<file path="config.mk">
export PLATFORM = sky130hd
export DESIGN_NAME = fetch_top
export DESIGN_NICKNAME = d
export VERILOG_FILES = /design/src/verilog/bpu_pkg.sv /design/src/verilog/bpu_update_if.sv /design/src/verilog/fetch_top.sv /design/src/verilog/pc_gen.sv /design/src/verilog/branch_resolve.sv /design/src/verilog/branch_predictor.sv /design/src/verilog/predictor_table.sv
export SDC_FILE = /design/constraint.sdc
export NUM_CORES = 1
export LEC_CHECK = 0
export ABC_CLOCK_PERIOD_IN_PS = 2300
export BUFFER_PORTS_ARGS = -buffer_cell sky130_fd_sc_hd__buf_2
export CORE_MARGIN = 1.5
export CORE_UTILIZATION = 50
export DETAILED_ROUTE_END_ITERATION = 16
export PLACE_DENSITY = 0.71
export SYNTH_ARGS = -nofsm -noshare
export SYNTH_HDL_FRONTEND = slang
export SYNTH_SLANG_ARGS = --single-unit
</file>
<file path="constraint.sdc">
create_clock -name clk -period 2.3 [get_ports clk]
set_input_delay 0.115 -clock clk [delete_from_list [all_inputs] [get_ports clk]]
set_output_delay 0.115 -clock clk [all_outputs]
set_load 0.01 [all_outputs]
</file>
<file path="src/verilog/bpu_pkg.sv">
////////////////////////////////////////////////////////////
// Shared fetch front end definitions.
// Address type, 2-bit history counter and its update step.
////////////////////////////////////////////////////////////
package bpu_pkg;

  localparam int ADDR_W = 16;                // Byte address width.

  typedef logic [ADDR_W-1:0] addr_t;         // PCs and branch targets.

  // 2-bit saturating counter, upper bit is the taken prediction.
  typedef enum logic [1:0] {
    CTR_SNT = 2'd0,                          // Strong not taken.
    CTR_WNT = 2'd1,                          // Weak not taken.
    CTR_WT  = 2'd2,                          // Weak taken.
    CTR_ST  = 2'd3                           // Strong taken.
  } ctr_t;

  // One step toward the resolved direction, held at both ends.
  function automatic ctr_t ctr_next(ctr_t cur, logic taken);
    ctr_t nxt;
    case (cur)
      CTR_SNT: nxt = taken ? CTR_WNT : CTR_SNT;
      CTR_WNT: nxt = taken ? CTR_WT  : CTR_SNT;
      CTR_WT:  nxt = taken ? CTR_ST  : CTR_WNT;
      CTR_ST:  nxt = taken ? CTR_ST  : CTR_WT;
      default: nxt = CTR_SNT;                // X state falls back to not taken.
    endcase
    return nxt;
  endfunction

endpackage
</file>
<file path="src/verilog/bpu_update_if.sv">
////////////////////////////////////////////////////////////
// Resolved-branch update bundle, resolver to predictor.
////////////////////////////////////////////////////////////
interface bpu_update_if import bpu_pkg::*; #(
  parameter int INDEX_BITS = 3
) ();

  logic [INDEX_BITS-1:0] index;              // Table slot of the resolved instruction.
  logic                  was_branch;         // Decoder saw a branch.
  logic                  actual_taken;       // Resolved direction.
  addr_t                 actual_target;      // Resolved target.
  logic                  mispredicted;       // Prediction was wrong.
  ctr_t                  fetched_ctr;        // Counter as read at fetch time.

  // Decode side drives the update.
  modport resolver (output index, was_branch, actual_taken, actual_target,
                    output mispredicted, fetched_ctr);

  // Fetch side trains its tables from it.
  modport predictor (input index, was_branch, actual_taken, actual_target,
                     input mispredicted, fetched_ctr);

endinterface

</file>
<file path="src/verilog/fetch_top.sv">
////////////////////////////////////////////////////////////
// Instruction fetch front end.
// PC generator, branch predictor and branch resolver.
////////////////////////////////////////////////////////////
module fetch_top import bpu_pkg::*; #(
  parameter int INDEX_BITS = 3                // 8 predictor entries.
) (
  input  logic              clk,
  input  logic              rst,
  input  logic              enable,           // Pipeline advance.
  input  logic              was_branch,       // Decoder report on id_pc.
  input  logic              actual_taken,
  input  logic [ADDR_W-1:0] actual_target,
  output logic [ADDR_W-1:0] pc,               // Current fetch address.
  output logic              predicted_taken,
  output logic [ADDR_W-1:0] predicted_target,
  output logic              mispredicted,     // Also the fetch redirect.
  output logic [ADDR_W-1:0] id_pc
);

  ctr_t  pred_ctr;                            // Counter read at fetch.
  addr_t redirect_pc;

  bpu_update_if #(.INDEX_BITS(INDEX_BITS)) upd_if ();

  pc_gen u_pc_gen (
    .clk         (clk),
    .rst         (rst),
    .enable      (enable),
    .redirect    (mispredicted),
    .redirect_pc (redirect_pc),
    .pred_taken  (predicted_taken),
    .pred_target (predicted_target),
    .fetch_pc    (pc)
  );

  branch_predictor #(.INDEX_BITS(INDEX_BITS)) u_branch_predictor (
    .clk         (clk),
    .rst         (rst),
    .enable      (enable),
    .fetch_pc    (pc),
    .pred_taken  (predicted_taken),
    .pred_target (predicted_target),
    .pred_ctr    (pred_ctr),
    .upd         (upd_if.predictor)
  );

  branch_resolve #(.INDEX_BITS(INDEX_BITS)) u_branch_resolve (
    .clk           (clk),
    .rst           (rst),
    .enable        (enable),
    .fetch_pc      (pc),
    .pred_taken    (predicted_taken),
    .pred_target   (predicted_target),
    .pred_ctr      (pred_ctr),
    .was_branch    (was_branch),
    .actual_taken  (actual_taken),
    .actual_target (actual_target),
    .redirect      (mispredicted),
    .redirect_pc   (redirect_pc),
    .id_pc         (id_pc),
    .upd           (upd_if.resolver)
  );

endmodule

</file>
<file path="src/verilog/pc_gen.sv">
////////////////////////////////////////////////////////////
// Fetch PC register and next-PC select.
////////////////////////////////////////////////////////////
module pc_gen import bpu_pkg::*; (
  input  logic  clk,
  input  logic  rst,
  input  logic  enable,                       // Low holds the PC.
  input  logic  redirect,                     // Correction from decode.
  input  addr_t redirect_pc,
  input  logic  pred_taken,                   // Predictor guess for fetch_pc.
  input  addr_t pred_target,
  output addr_t fetch_pc                      // Address fetched this cycle.
);

  addr_t next_pc;
  addr_t seq_pc;                              // Plain fall through.

  assign seq_pc = fetch_pc + 16'd2;           // One halfword instruction.

  ////////////////////////////////////////////////////////////
  // Next PC
  ////////////////////////////////////////////////////////////
  // Redirect wins over the guess, the guess over sequential flow.
  always_comb begin
    if (redirect) begin
      next_pc = redirect_pc;
    end else if (pred_taken) begin
      next_pc = pred_target;
    end else begin
      next_pc = seq_pc;
    end
  end

  ////////////////////////////////////////////////////////////
  // PC register
  ////////////////////////////////////////////////////////////
  always_ff @(posedge clk) begin
    if (rst) begin
      fetch_pc <= '0;                         // Boot address.
    end else if (enable) begin
      fetch_pc <= next_pc;
    end
  end

endmodule

</file>
<file path="src/verilog/branch_resolve.sv">
////////////////////////////////////////////////////////////
// IF/ID stage for PC and prediction, misprediction check,
// fetch redirect and training update.
////////////////////////////////////////////////////////////
module branch_resolve import bpu_pkg::*; #(
  parameter int INDEX_BITS = 3
) (
  input  logic  clk,
  input  logic  rst,
  input  logic  enable,                       // Low holds the stage.
  input  addr_t fetch_pc,
  input  logic  pred_taken,
  input  addr_t pred_target,
  input  ctr_t  pred_ctr,
  input  logic  was_branch,                   // Decoder report for the ID instruction.
  input  logic  actual_taken,
  input  addr_t actual_target,
  output logic  redirect,                     // Steer fetch this cycle.
  output addr_t redirect_pc,                  // Corrected fetch address.
  output addr_t id_pc,                        // PC of the instruction in ID.
  bpu_update_if.resolver upd
);

  logic  id_pred_taken;                       // Guess made at fetch.
  addr_t id_pred_target;
  ctr_t  id_pred_ctr;
  logic  mispredicted;

  ////////////////////////////////////////////////////////////
  // IF/ID register
  ////////////////////////////////////////////////////////////
  always_ff @(posedge clk) begin
    if (rst) begin
      id_pc          <= '0;
      id_pred_taken  <= 1'b0;                 // Nothing predicted yet.
      id_pred_target <= '0;
      id_pred_ctr    <= CTR_SNT;
    end else if (enable) begin
      id_pc          <= fetch_pc;
      id_pred_taken  <= pred_taken;
      id_pred_target <= pred_target;
      id_pred_ctr    <= pred_ctr;
    end
  end

  // Wrong direction, or right direction to the wrong place.
  assign mispredicted = was_branch &
                        ((actual_taken != id_pred_taken) |
                         (actual_taken & id_pred_taken & (actual_target != id_pred_target)));

  assign redirect    = mispredicted;
  assign redirect_pc = actual_taken ? actual_target : id_pc + 16'd2; // Fall through.

  // Training update for the predictor.
  assign upd.index         = id_pc[INDEX_BITS:1];
  assign upd.was_branch    = was_branch;
  assign upd.actual_taken  = actual_taken;
  assign upd.actual_target = actual_target;
  assign upd.mispredicted  = mispredicted;
  assign upd.fetched_ctr   = id_pred_ctr;

endmodule

</file>
<file path="src/verilog/branch_predictor.sv">
////////////////////////////////////////////////////////////
// Dynamic branch predictor.
// BHT of 2-bit counters and BTB of targets, trained from
// the resolved-branch update.
////////////////////////////////////////////////////////////
module branch_predictor import bpu_pkg::*; #(
  parameter int INDEX_BITS = 3                // PC bits INDEX_BITS..1 pick the slot.
) (
  input  logic  clk,
  input  logic  rst,
  input  logic  enable,                       // Low freezes all training.
  input  addr_t fetch_pc,                     // PC being fetched this cycle.
  output logic  pred_taken,                   // Lookup says taken.
  output addr_t pred_target,                  // Lookup target.
  output ctr_t  pred_ctr,                     // Raw counter, kept for training.
  bpu_update_if.predictor upd                 // Update from the decode side.
);

  logic [INDEX_BITS-1:0] rd_index;            // Slot of the fetched PC.
  logic                  bht_we;              // Counter write strobe.
  ctr_t                  bht_wdata;           // Counter moved one step.
  logic                  btb_we;              // Target write strobe.

  // Halfword aligned, so bit 0 never takes part.
  assign rd_index = fetch_pc[INDEX_BITS:1];

  ////////////////////////////////////////////////////////////
  // Training
  ////////////////////////////////////////////////////////////
  // Counters move only when the guess was wrong.
  assign bht_we    = enable & upd.mispredicted;
  assign bht_wdata = ctr_next(upd.fetched_ctr, upd.actual_taken);

  // Any taken branch refreshes its target.
  assign btb_we = enable & upd.was_branch & upd.actual_taken;

  ////////////////////////////////////////////////////////////
  // Tables
  ////////////////////////////////////////////////////////////
  predictor_table #(
    .INDEX_BITS (INDEX_BITS),
    .entry_t    (ctr_t),
    .RESET_VAL  (CTR_SNT)                     // Start out strongly not taken.
  ) u_bht (
    .clk      (clk),
    .rst      (rst),
    .rd_index (rd_index),
    .rd_data  (pred_ctr),
    .wr_en    (bht_we),
    .wr_index (upd.index),
    .wr_data  (bht_wdata)
  );

  predictor_table #(
    .INDEX_BITS (INDEX_BITS),
    .entry_t    (addr_t),
    .RESET_VAL  (addr_t'(0))
  ) u_btb (
    .clk      (clk),
    .rst      (rst),
    .rd_index (rd_index),
    .rd_data  (pred_target),
    .wr_en    (btb_we),
    .wr_index (upd.index),
    .wr_data  (upd.actual_target)
  );

  assign pred_taken = pred_ctr[1];            // Upper counter bit is the guess.

endmodule

</file>
<file path="src/verilog/predictor_table.sv">
////////////////////////////////////////////////////////////
// Small untagged table, one async read port and one
// synchronous write port. Entry type set by parameter.
////////////////////////////////////////////////////////////
module predictor_table #(
  parameter int  INDEX_BITS = 3,              // log2 of the entry count.
  parameter type entry_t    = logic [15:0],   // Payload held per entry.
  parameter entry_t RESET_VAL = entry_t'(0)   // Value every entry takes on rst.
) (
  input  logic                  clk,
  input  logic                  rst,
  input  logic [INDEX_BITS-1:0] rd_index,     // Lookup slot.
  output entry_t                rd_data,      // Lookup result, same cycle.
  input  logic                  wr_en,        // Write strobe.
  input  logic [INDEX_BITS-1:0] wr_index,     // Write slot.
  input  entry_t                wr_data       // Value to store.
);

  localparam int DEPTH = 2 ** INDEX_BITS;

  entry_t mem [DEPTH];                        // Table storage.

  ////////////////////////////////////////////////////////////
  // Write port
  ////////////////////////////////////////////////////////////
  always_ff @(posedge clk) begin
    if (rst) begin
      for (int i = 0; i < DEPTH; i++) begin
        mem[i] <= RESET_VAL;                  // Whole table back to its start value.
      end
    end else if (wr_en) begin
      mem[wr_index] <= wr_data;
    end
  end

  ////////////////////////////////////////////////////////////
  // Read port
  ////////////////////////////////////////////////////////////
  // A write in this cycle only shows from the next one on.
  assign rd_data = mem[rd_index];

endmodule

</file>
# Yosys cells after proc, flatten, opt, wreduce, memory -nomap -nowiden
# Memory sizes are Yosys's and may differ from the RTL's. A register that Yosys moved wholly into a read port is not among the register bits.
# Index checks and enable logic that the tools add are counted.
word_totals:
  register_bits: 51
  mem_bits_rw: 144
  in_bits: 21
  n_memories: 2
memory_table:
  columns: ["name", "depth", "width", "read_ports", "rd_clocked_by_memory_dff", "write_ports", "line", "source"]
  rows:
  - ["u_branch_predictor.u_btb.mem", 8, 16, 1, 1, 8, "predictor_table.sv:21", "entry_t mem [DEPTH];"]
  - ["u_branch_predictor.u_bht.mem", 8, 2, 1, 1, 8, "predictor_table.sv:21", null]
op_classes:
  n_addsub: 2
  n_eq_ne: 5
  n_mux: 26
  n_bitwise: 7
  reduce_logical: 3
ops:
  columns: ["cell", "count"]
  rows:
  - ["$mux 16", 4]
  - ["$add 16x2->16 const B", 2]
  - ["$mux 3", 6]
  - ["$ne 16x16->1", 1]
  - ["$reduce_or 16->1", 1]
  - ["$mux 1", 12]
  - ["$pmux 2 s4", 1]
  - ["$and 1x1->1", 6]
  - ["$mux 2", 3]
  - ["$eq 2x2->1 const B", 2]
  - ["$eq 2x1->1 const B", 1]
  - ["$logic_not 2->1", 1]
  - ["$reduce_or 2->1", 1]
  - ["$ne 1x1->1", 1]
  - ["$or 1x1->1", 1]

# Longest topological paths before layout
# Gate-level depths: netlist of run 1.
depth:
  word_depth: 10
  mapped_depth: 9

# Modules after synthesis
# From an unflattened synthesis of run 1, not the netlist that was laid out.
unflattened:
  hier_cells: 812
  area_unflattened_um2: 9910.8
modules_own_cells:
  columns: ["module", "instances", "cells_per_inst", "area_per_inst_um2"]
  rows:
  - ["predictor_table at u_branch_predictor.u_btb", 1, 373, 5865.6]
  - ["branch_resolve", 1, 230, 2078.2]
  - ["pc_gen", 1, 145, 1124.8]
  - ["predictor_table at u_branch_predictor.u_bht", 1, 58, 795.8]
  - ["branch_predictor", 1, 6, 46.3]

# Worst setup path after synthesis of run 1
# No wires, ideal clock.
synth_path:
  path_type: "reg-to-reg"
  startpoint: "register with a tool-made name"
  endpoint: "register u_pc_gen.fetch_pc[7]"
  setup_ns: 0.122
  arrival_time_ns: 1.897
  required_time_ns: 2.178
  path_slack_ns: 0.281
  stages_incl_launch_ff: 9
  period_less_slack_ns: 2.019
  path_cell_list: "dfxtp_1 buf_6 buf_4 buf_4 mux4_2 mux2i_1 mux2i_1 nor3b_1 a211oi_1"
synth_rtl:
  columns: ["item", "line", "source"]
  rows:
  - ["end signal, assigned", "pc_gen.sv:41", "fetch_pc <= next_pc;"]
  - ["end, declared", "pc_gen.sv:12", "output addr_t fetch_pc"]

==> key figures, run 1 <==
Worst setup path
  – FF-to-FF path depth: 8
  – CP required: roughly 2.6 ns
  – Worst setup EP type: flip-flop
  – Crit path DAT: between 2 and 3 ns
  – Crit start category: flip-flop
  – CP max FO: 10
  – Setup Crit Path Kind: reg2reg

Min path
  – Hold Path Depth: 2
  – Hold crit path type: in2reg

Final layout
  – Most common cell after layout, fill and taps aside: edfxtp_1
  – Nets: between 800 and 900
  – Final-layout fill cell count: 1493
  – Share of post-route cells with drive strength above 1: 0.277
  – Area Growth Syn to Fin: 17.4%
  – Most frequent cells in the layout: edfxtp_1 (144), and2_1 (131), nor2_1 (77), buf_2 (67), dfxtp_1 (49)
  – Final Core Density: 0.602

GRT
  – GRT Residual Overflow: 0
  – Largest net degree at the start of global routing: ~70
  – First-pass GRT wire length: 37400 µm
  – Vias in the first global route: roughly 6400
  – Tot GR Track Use: 0.254
  – Initial antenna violation count: 1

Timing
  – Relative slew margins: 0.521
  – Setup-failing EPs final: 0
  – Final Hold Viols: 0
  – Least-Margin Pin Slew: 0.719 ns
  – Worst Skew: between 0.01 and 0.015 ns
  – Min setup slack post-route: around 0.020 ns
  – Peak Freq: 439 MHz
  – Tcrit/Tclk final: 0.991
  – RSZ-0062 raised after global routing: yes
  – Max Slew Vio Count: 0
  – Tmin final: ~2.3 ns

CTS
  – Clock slew at reported path FFs: around 0.08 ns
  – Longest Clk Path Bufs: 2
  – Clk_lat worst skew: about 0.44 ns
  – Htree depth: 4
  – TritonCTS clock tree: yes
  – Root buffer cell: clkbuf_16
  – Clk sinks: 197
  – Total CTS buffers: 17
  – Hold buffers post-CTS: 0

Die
  – Core ar.: 0.0188 mm²
  – Die W: approximately 140 µm
  – Core Rows: 50
  – Die height: around 140 µm
  – Initial core utilization: 0.513
  – Die area: just over 0.02 mm²
  – I/O Pins: 71

Logic synthesis
  – Post-synth EDFFs: roughly 140
  – Synth area leader: edfxtp_1
  – Mapped Area: 0.00966 mm²
  – Ys Warns: 0
  – Syn nets: just over 800
  – Main synth FF type: edfxtp_1
  – Synth Area in Compound Gates: 0.0468
  – Library cells used by synthesis: between 50 and 60
  – Syn_area_per_cell: ~12 µm²
  – Main combinational cell family by area after synthesis: simple AND/OR/NAND/NOR gates
  – Sequential share of the synthesized area: 0.557
  – Synth Register Bits: between 150 and 200
  – Ys async rst share: 0
  – Post-synthesis adder-cell area fraction: 0.00596
  – Mux share of post-synthesis cell area: 0.149
  – Post-synth top area share: 0.448
  – Post-Syn Instances: around 800
  – XOR/XNOR share of the synthesized area: 0.0335
  – Top cells by area, synth: edfxtp_1 (45%), dfxtp_1 (11%), and2_1 (8.5%)
  – Synth Area in Simple Gates: 0.173

Routing
  – Post-route ant nets: 0
  – Mean routed wirelength per cell: between 20 and 25 µm
  – Vias: between 6000 and 7000
  – Drt first pass iters: 5
  – Post-Route WL: 24600 µm
  – Iteration-0 DRC Markers: approximately 640
  – Drt drc: 0
  – DR vias/cell: around 5.7

Pwr
  – Design Power: 8.37 mW
  – Leakage: 4.33 nW
  – Worst vdd ir: about 580 µV
  – Pwr/cell area: around 740 mW/mm²

Place
  – Count of input and output buffers: 70
  – Post-detail-place hpwl: roughly 16000 µm
  – Pre-CTS WS: a little over 0.06 ns
  – Placer Congestion: 0.910

Status
  – Outcome: complete, no violations

Job
  – Maxcap violations: 0
==> worst paths after layout <==
path	startpoint	end	slack, ns
max reg2reg	flip-flop	u_pc_gen.fetch_pc[9]$_SDFFE_PP0P_	0.02
min reg2reg	u_branch_resolve.id_pred_target[3]$_SDFFE_PP0P_	u_branch_resolve.id_pred_target[3]$_SDFFE_PP0P_	0.50
max	flip-flop	u_pc_gen.fetch_pc[9]$_SDFFE_PP0P_	0.02
min	actual_target[0]	u_branch_predictor.u_btb.mem[1][0]$_SDFFCE_PN0P_	0.12
==> cell families after synthesis <==
family,count (synthesis)
buffers and inverters,80
xor gates and xnor gates,37
DFF,197
AOI/OAI and AO/OA,63
and+or+nand+nor,304
adders and majority gates,5
muxes,96
==> cell type report <==
class / count / area, µm² / area share
Antenna cell: 1 / 2.50 / 0.000221
Inverter: 16 / 62.6 / 0.00552
Clock inverter: 15 / 124 / 0.0109
Tap cell: 260 / 325 / 0.0287
Timing Repair Buffer: 127 / 950 / 0.0838
Sequential cell: 197 / 5390 / 0.476
Multi-Input combinational cell: 505 / 4060 / 0.358
Clock buffer: 17 / 425 / 0.0375
==> repair_timing <==
item,4_1_cts,5_1_grt
setup buffers,5,6
endpoints found under the hold margin,0,0
setup endpoints to repair,13,23
resized for setup,10,23
pin swaps,1,5
==> cell usage after synthesis, drive strengths merged, types with 3 or more instances <==
library cell and count:
nand4 11, o21ai 10, ha 3, and2 131, mux2 11, or2 10
nand3 18, mux4 36, dfxtp 53, nor2 77, nand3b 3, o211ai 3
inv 16, a211oi 18, o21bai 10, and3 4, nor3 8, mux2i 49
clkbuf 46, nor2b 3, nand2b 4, edfxtp 144, a21o 3, nor3b 7
xnor2 27, nor4 7, nand2 17, a31oi 4, xor2 10, buf 18
a21oi 7
==> flip-flops by register name, summed over array words and instances, names as in the netlist, named ones only <==
| register | count |
|---|---|
| u_branch_predictor.u_btb.mem | 128 |
| u_branch_predictor.u_bht.mem | 16 |
| u_branch_resolve.id_pc | 16 |
| u_branch_resolve.id_pred_target | 16 |
| u_pc_gen.fetch_pc | 16 |
| u_branch_resolve.id_pred_taken | 1 |
| u_branch_resolve.upd.fetched_ctr | 1 |
==> through the flow <==
stage | cell area [µm²] | instances | hold WS, ns | TNS [ns]
after floorplan | 9660 | 782 | 0.329 | 0
after global placement | 10500 | 1094 | 0.485 | 0
after detailed placement | 10500 | 1094 | 0.493 | 0
after CTS | 11200 | 1131 | 0.0925 | 0
after global routing | 11300 | 1137 | 0.111 | -0.491
final | 11300 | 1138 | 0.117 | 0
==> power breakdown <==
part / total, mW / switching, mW / internal, mW / leakage, nW
combinational: 1.43 / 0.759 / 0.672 / 2.15
clock: 2.83 / 1.42 / 1.41 / 0.257
sequential: 4.11 / 0.139 / 3.97 / 1.93
==> layer usage <==
metal / global-route usage / vias to the layer above / share of wire
met2: 0.411 / 247 / 0.49
met3: 0.0400 / 37 / 0.058
met5: 0 / - / 0
li1: - / 2970 / -
met1: 0.356 / 3276 / 0.43
met4: 0.0760 / 0 / 0.019
==> worst max-delay path, stage by stage, from the launching register on <==
cell,delay (ns)
dfxtp_4,0.42
buf_6,0.14
mux4_2,0.52
mux2i_4,0.29
inv_4,0.14
nor3_2,0.18
o21ai_1,0.09
a211o_1,0.33
o311ai_1,0.08
(Power assumes the default switching activity.)
==> run 2: changes to the inputs <==
--- a/config.mk
+++ b/config.mk
@@ -5,10 +5,11 @@
 export SDC_FILE = /design/constraint.sdc
 export NUM_CORES = 1
 export LEC_CHECK = 0
-export ABC_CLOCK_PERIOD_IN_PS = 2300
+export ABC_CLOCK_PERIOD_IN_PS = 2700
 export BUFFER_PORTS_ARGS = -buffer_cell sky130_fd_sc_hd__buf_2
 export CORE_MARGIN = 1.5
 export CORE_UTILIZATION = 50
+export CTS_BUF_LIST = sky130_fd_sc_hd__clkbuf_4 sky130_fd_sc_hd__clkbuf_8 sky130_fd_sc_hd__clkbuf_16
 export DETAILED_ROUTE_END_ITERATION = 16
 export PLACE_DENSITY = 0.71
 export SYNTH_ARGS = -nofsm -noshare
==> constraint.sdc (replaced) <==
create_clock -name clk -period 2.7 [get_ports clk]
set_input_delay 0.135 -clock clk [delete_from_list [all_inputs] [get_ports clk]]
set_output_delay 0.135 -clock clk [all_outputs]
set_load 0.01 [all_outputs]
==> key figures, run 2 (synthesis results as in run 1) <==
Routing
  – Mean routed wirelength per cell: 22.0 µm
  – DR vias/cell: approximately 5.8
  – Routed wl met3: about 1600 µm
  – Drt drc: 0
  – Post-route ant nets: 0
  – DR top layer: met4
  – Post-Route WL: around 24000 µm
  – Iteration-0 DRC Markers: between 700 and 800
  – Vias: ~6400
  – Drt first pass iters: 8
  – M1 wire length: 10200 µm
  – WL met2: 12100 µm

CTS
  – Clk sinks: ~200
  – Resize count post-CTS: 0
  – Hold buffers post-CTS: 0
  – Htree depth: 4
  – Clock slew at reported path FFs: about 0.070 ns
  – Total CTS buffers: 17
  – Clk_lat worst skew: 0.43 ns
  – Root buffer cell: clkbuf_16
  – TritonCTS clock tree: yes
  – Post-CTS Setup Inserts: 0
  – Longest Clk Path Bufs: 2

Timing
  – Setup-failing EPs final: 0
  – Setup TNS: 0 ns
  – Min setup slack post-route: around 0.092 ns
  – Final Hold Viols: 0
  – Worst Skew: 0.00874 ns
  – Max Slew Vio Count: 0
  – Least-Margin Pin Slew: just over 0.7 ns
  – RSZ-0062 raised after global routing: no
  – Tcrit/Tclk final: 0.966
  – Peak Freq: between 300 and 400 MHz
  – Relative slew margins: 0.524
  – Tmin final: about 2.6 ns

GRT
  – GRT Residual Overflow: 0
  – Vias in the first global route: approximately 6400
  – First-pass GRT wire length: roughly 37000 µm
  – Initial antenna violation count: 1
  – Tot GR Track Use: 0.249
  – Largest net degree at the start of global routing: between 60 and 70

Worst setup path
  – Crit path DAT: 2.47 ns
  – CP required: 2.57 ns
  – Worst setup EP type: primary output
  – Setup Crit Path Kind: reg2out
  – CP max FO: 25
  – Crit start category: flip-flop

Final layout
  – Max reg flops: 128
  – Area Growth Syn to Fin: 11.8%
  – Final Core Density: 0.574
  – Design Area, Final: between 0.01 and 0.015 mm²
  – Nets: between 800 and 900
  – Final-layout fill cell count: approximately 1500
  – Most frequent cells in the layout: edfxtp_1 (144), and2_1 (131), nor2_1 (77), buf_2 (69), dfxtp_1 (52)
  – Register area: between 0.005 and 0.006 mm²
  – Largest Register: u_branch_predictor.u_btb.mem
  – Most common cell after layout, fill and taps aside: edfxtp_1
  – Share of post-route cells with drive strength above 1: 0.224
  – Area of the multi-input gates: approximately 0.0039 mm²

Place
  – Count of input and output buffers: 70
  – Post-detail-place hpwl: 15900 µm
  – Cell Area, Placed: between 0.01 and 0.015 mm²
  – Pre-CTS WS: between 0.2 and 0.3 ns
  – Placer Congestion: approximately 0.84

Die
  – Die W: 142 µm
  – I/O Pins: 71
  – Core Rows: 50
  – Core ar.: roughly 0.019 mm²
  – Die area: roughly 0.02 mm²
  – Initial core utilization: 0.513
  – Die height: between 100 and 150 µm

Job
  – Maxcap violations: 0

Status
  – Outcome: complete, no violations

Pwr
  – Design Power: about 6.8 mW
  – Worst vdd ir: between 500 and 600 µV
  – Leakage: 4.10 nW
  – Pwr/cell area: 631 mW/mm²

Min path
  – Hold crit path type: in2reg
==> run 2: metal layers <==
| metal | vias to the layer above | GRT usage |
|---|---|---|
| met3 | 31 | 0.0532 |
| met1 | 3265 | 0.336 |
| li1 | 2903 | - |
| met4 | 0 | 0.0646 |
| met5 | - | 0 |
| met2 | 232 | 0.413 |
==> run 2: layout make-up <==
type,instances,share of cell area
tap,260,0.0301
timing repair buffer,94,0.0528
inverter,16,0.00556
clock buffer,20,0.0415
clock inverter,12,0.00602
antenna,1,0.000232
sequential,197,0.499
multi-input combinational,505,0.365
==> run 2: metrics by stage <==
| step | hold WS (ns) | instances |
|---|---|---|
| detailed placement | 0.490 | 1072 |
| floorplan | 0.349 | 782 |
| global placement | 0.484 | 1072 |
| global route | 0.146 | 1105 |
| finish | 0.127 | 1105 |
| CTS | 0.119 | 1104 |
==> run 2: worst paths after layout <==
path,cells after the start,start,end,slack [ns]
max,6,u_branch_resolve.id_pred_target[1]$_SDFFE_PP0P_,mispredicted,0.09
min,2,actual_target[9],u_branch_predictor.u_btb.mem[6][9]$_SDFFCE_PN0P_,0.13
max reg2reg,7,u_branch_resolve.id_pred_target[1]$_SDFFE_PP0P_,flip-flop,0.10
min reg2reg,2,u_branch_resolve.id_pred_target[4]$_SDFFE_PP0P_,u_branch_resolve.id_pred_target[4]$_SDFFE_PP0P_,0.50
==> run 2: worst max-delay path, stage by stage (launching register included) <==
cell and delay (ns):
dfxtp_1 0.33, xnor2_1 0.35, nand4_1 0.26, o41ai_2 0.49
o21ai_2 0.17, buf_4 0.26, buf_2 0.18
==> run 2: power by group <==
group          total (mW)  switching (mW)  internal (mW)
registers            3.52           0.133           3.38
logic                1.02           0.578          0.446
clock network        2.27            1.08           1.19
==> run 3: changes to the inputs <==
--- a/config.mk
+++ b/config.mk
@@ -8,10 +8,10 @@
 export ABC_CLOCK_PERIOD_IN_PS = 2700
 export BUFFER_PORTS_ARGS = -buffer_cell sky130_fd_sc_hd__buf_2
 export CORE_MARGIN = 1.5
-export CORE_UTILIZATION = 50
+export CORE_UTILIZATION = 58
 export CTS_BUF_LIST = sky130_fd_sc_hd__clkbuf_4 sky130_fd_sc_hd__clkbuf_8 sky130_fd_sc_hd__clkbuf_16
 export DETAILED_ROUTE_END_ITERATION = 16
-export PLACE_DENSITY = 0.71
+export PLACE_DENSITY = 0.8
 export SYNTH_ARGS = -nofsm -noshare
 export SYNTH_HDL_FRONTEND = slang
 export SYNTH_SLANG_ARGS = --single-unit
==> key figures, run 3 (synthesis results as in run 1) <==
Routing
  – Drt first pass iters: 5
  – DR vias/cell: 6.08
  – Drt drc: 0
  – Post-route ant nets: 0
  – Post-Route WL: 23900 µm
  – Vias: 6455
  – Mean routed wirelength per cell: about 22 µm
  – Iteration-0 DRC Markers: around 820

Worst setup path
  – Crit-path leading delay family: multiplexers
  – CP required: between 2 and 3 ns
  – Critical-path top delay cell: mux4_2
  – CP max stage delay: around 0.56 ns
  – Crit path DAT: 2.38 ns
  – Setup Crit Path Kind: reg2out
  – Worst setup EP type: primary output
  – Crit start category: flip-flop
  – CP max FO: 32
  – Reg2reg start: u_branch_resolve.id_pred_target[12]$_SDFFE_PP0P_
  – CP bufs+invs: 3
  – Worst-path cell chain: buf_12, mux4_2, mux2i_1, inv_1, buf_2
  – R2r setup slk: around 0.37 ns

Final layout
  – Final-layout fill cell count: 1149
  – Area Growth Syn to Fin: 12.3%
  – Most frequent cells in the layout: edfxtp_1 (144), and2_1 (131), nor2_1 (77), buf_2 (69), dfxtp_1 (52)
  – Largest Register: u_branch_predictor.u_btb.mem
  – Register area: approximately 0.0054 mm²
  – Nets: 852
  – Share of post-route cells with drive strength above 1: 0.226
  – Design Area, Final: around 0.011 mm²
  – Area of the multi-input gates: 0.00394 mm²
  – Max reg flops: about 130
  – Most common cell after layout, fill and taps aside: edfxtp_1

CTS
  – Root buffer cell: clkbuf_16
  – Clk_lat worst skew: between 0.4 and 0.5 ns
  – Hold buffers post-CTS: 0
  – Longest Clk Path Bufs: 2
  – Clk sinks: about 200
  – Post-CTS Setup Inserts: 0
  – TritonCTS clock tree: yes
  – Htree depth: 4
  – Total CTS buffers: 17
  – Clock slew at reported path FFs: around 0.070 ns
  – Resize count post-CTS: 0

Die
  – Die area: between 0.015 and 0.02 mm²
  – Core Rows: 47
  – Die height: ~130 µm
  – Die W: around 130 µm
  – Initial core utilization: 0.589
  – Core ar.: roughly 0.016 mm²
  – I/O Pins: 71

Pwr
  – Worst vdd ir: about 640 µV
  – Clock power frac: 0.374
  – Sw frac: 0.247
  – Net Sw Power: 1.78 mW
  – Sequential share of power: 0.486
  – Logic pwr share: 0.140
  – Design Power: between 7 and 8 mW
  – Internal power: between 5 and 6 mW
  – Pwr/cell area: between 600 and 700 mW/mm²
  – Leakage: roughly 4.1 nW

GRT
  – First-pass GRT wire length: between 30000 and 40000 µm
  – GRT Residual Overflow: 0
  – Vias in the first global route: 6361
  – Largest net degree at the start of global routing: just under 70
  – Initial antenna violation count: 2
  – Tot GR Track Use: 0.285

Min path
  – Worst Min Path Start: actual_target[9]
  – Hold crit path type: in2reg

Place
  – Cell Area, Placed: about 0.010 mm²
  – Post-detail-place hpwl: between 15000 and 20000 µm
  – Count of input and output buffers: 70
  – Placer Congestion: around 0.86

Timing
  – Relative slew margins: 0.534
  – Tmin final: between 2 and 3 ns
  – Setup TNS: 0 ns
  – RSZ-0062 raised after global routing: no
  – Worst Skew: ~0.0072 ns
  – Setup-failing EPs final: 0
  – Tcrit/Tclk final: 0.930
  – Final Hold Viols: 0
  – Least-Margin Pin Slew: around 0.7 ns
  – Peak Freq: approximately 400 MHz
  – Max Slew Vio Count: 0

Status
  – Outcome: complete, no violations

Job
  – Maxcap violations: 0
run 3: layer usage:
metal / GRT usage / wire length, µm / vias up
li1: - / - / 2895
met1: 0.376 / 9400 / 3185
met2: 0.479 / 12100 / 330
met3: 0.0577 / 1880 / 45
met4: 0.0870 / 503 / 0
met5: 0 / 0 / -
run 3: stage by stage:
stage / worst slack, ns / instances / hold WS, ns / utilization
detailed placement: 0.395 / 1029 / 0.492 / 0.622
global route: 0.119 / 1061 / 0.107 / 0.661
finish: 0.189 / 1062 / 0.105 / 0.661
floorplan: 0.681 / 782 / 0.349 / -
global placement: 0.469 / 1029 / 0.485 / 0.622
CTS: 0.181 / 1061 / 0.0968 / 0.661
run 3: worst paths after layout:
| kind | to | cells past startpoint |
|---|---|---|
| worst max-delay path | predicted_target[8] | 5 |
| worst min-delay path | u_branch_predictor.u_btb.mem[0][9]$_SDFFCE_PN0P_ | 2 |
| worst max register to register | u_pc_gen.fetch_pc[1]$_SDFFE_PP0P_ | 7 |
| worst min register to register | u_branch_resolve.id_pred_target[5]$_SDFFE_PP0P_ | 2 |
run 3: cell type report:
| cell class | instances | area share |
|---|---|---|
| Clock inverter | 5 | 0.00750 |
| Inverter | 16 | 0.00554 |
| Tap cell | 220 | 0.0254 |
| Antenna cell | 1 | 0.000231 |
| Multi-Input combinational cell | 505 | 0.364 |
| Clock buffer | 27 | 0.0517 |
| Sequential cell | 197 | 0.497 |
| Timing Repair Buffer | 91 | 0.0494 |
run 3: power groups by stage:
stage	sequential (mW)	clock, mW	combinational (mW)
5_1_grt	3.53	2.83	1.08
6_report	3.51	2.70	1.01
4_1_cts	3.51	2.71	1.01
3_3_place_gp	3.56	0	0.986
2_1_floorplan	3.54	0	0.689
3_5_place_dp	3.57	0	1.00
run 3: worst reg2reg max path, stage by stage (launching register included):
cell     delay (ns)
dfxtp_1        0.32
xnor2_1        0.38
nand4_1        0.18
o41ai_2        0.39
o21ai_2        0.17
buf_4          0.27
and3_1         0.20
nor4_1         0.29
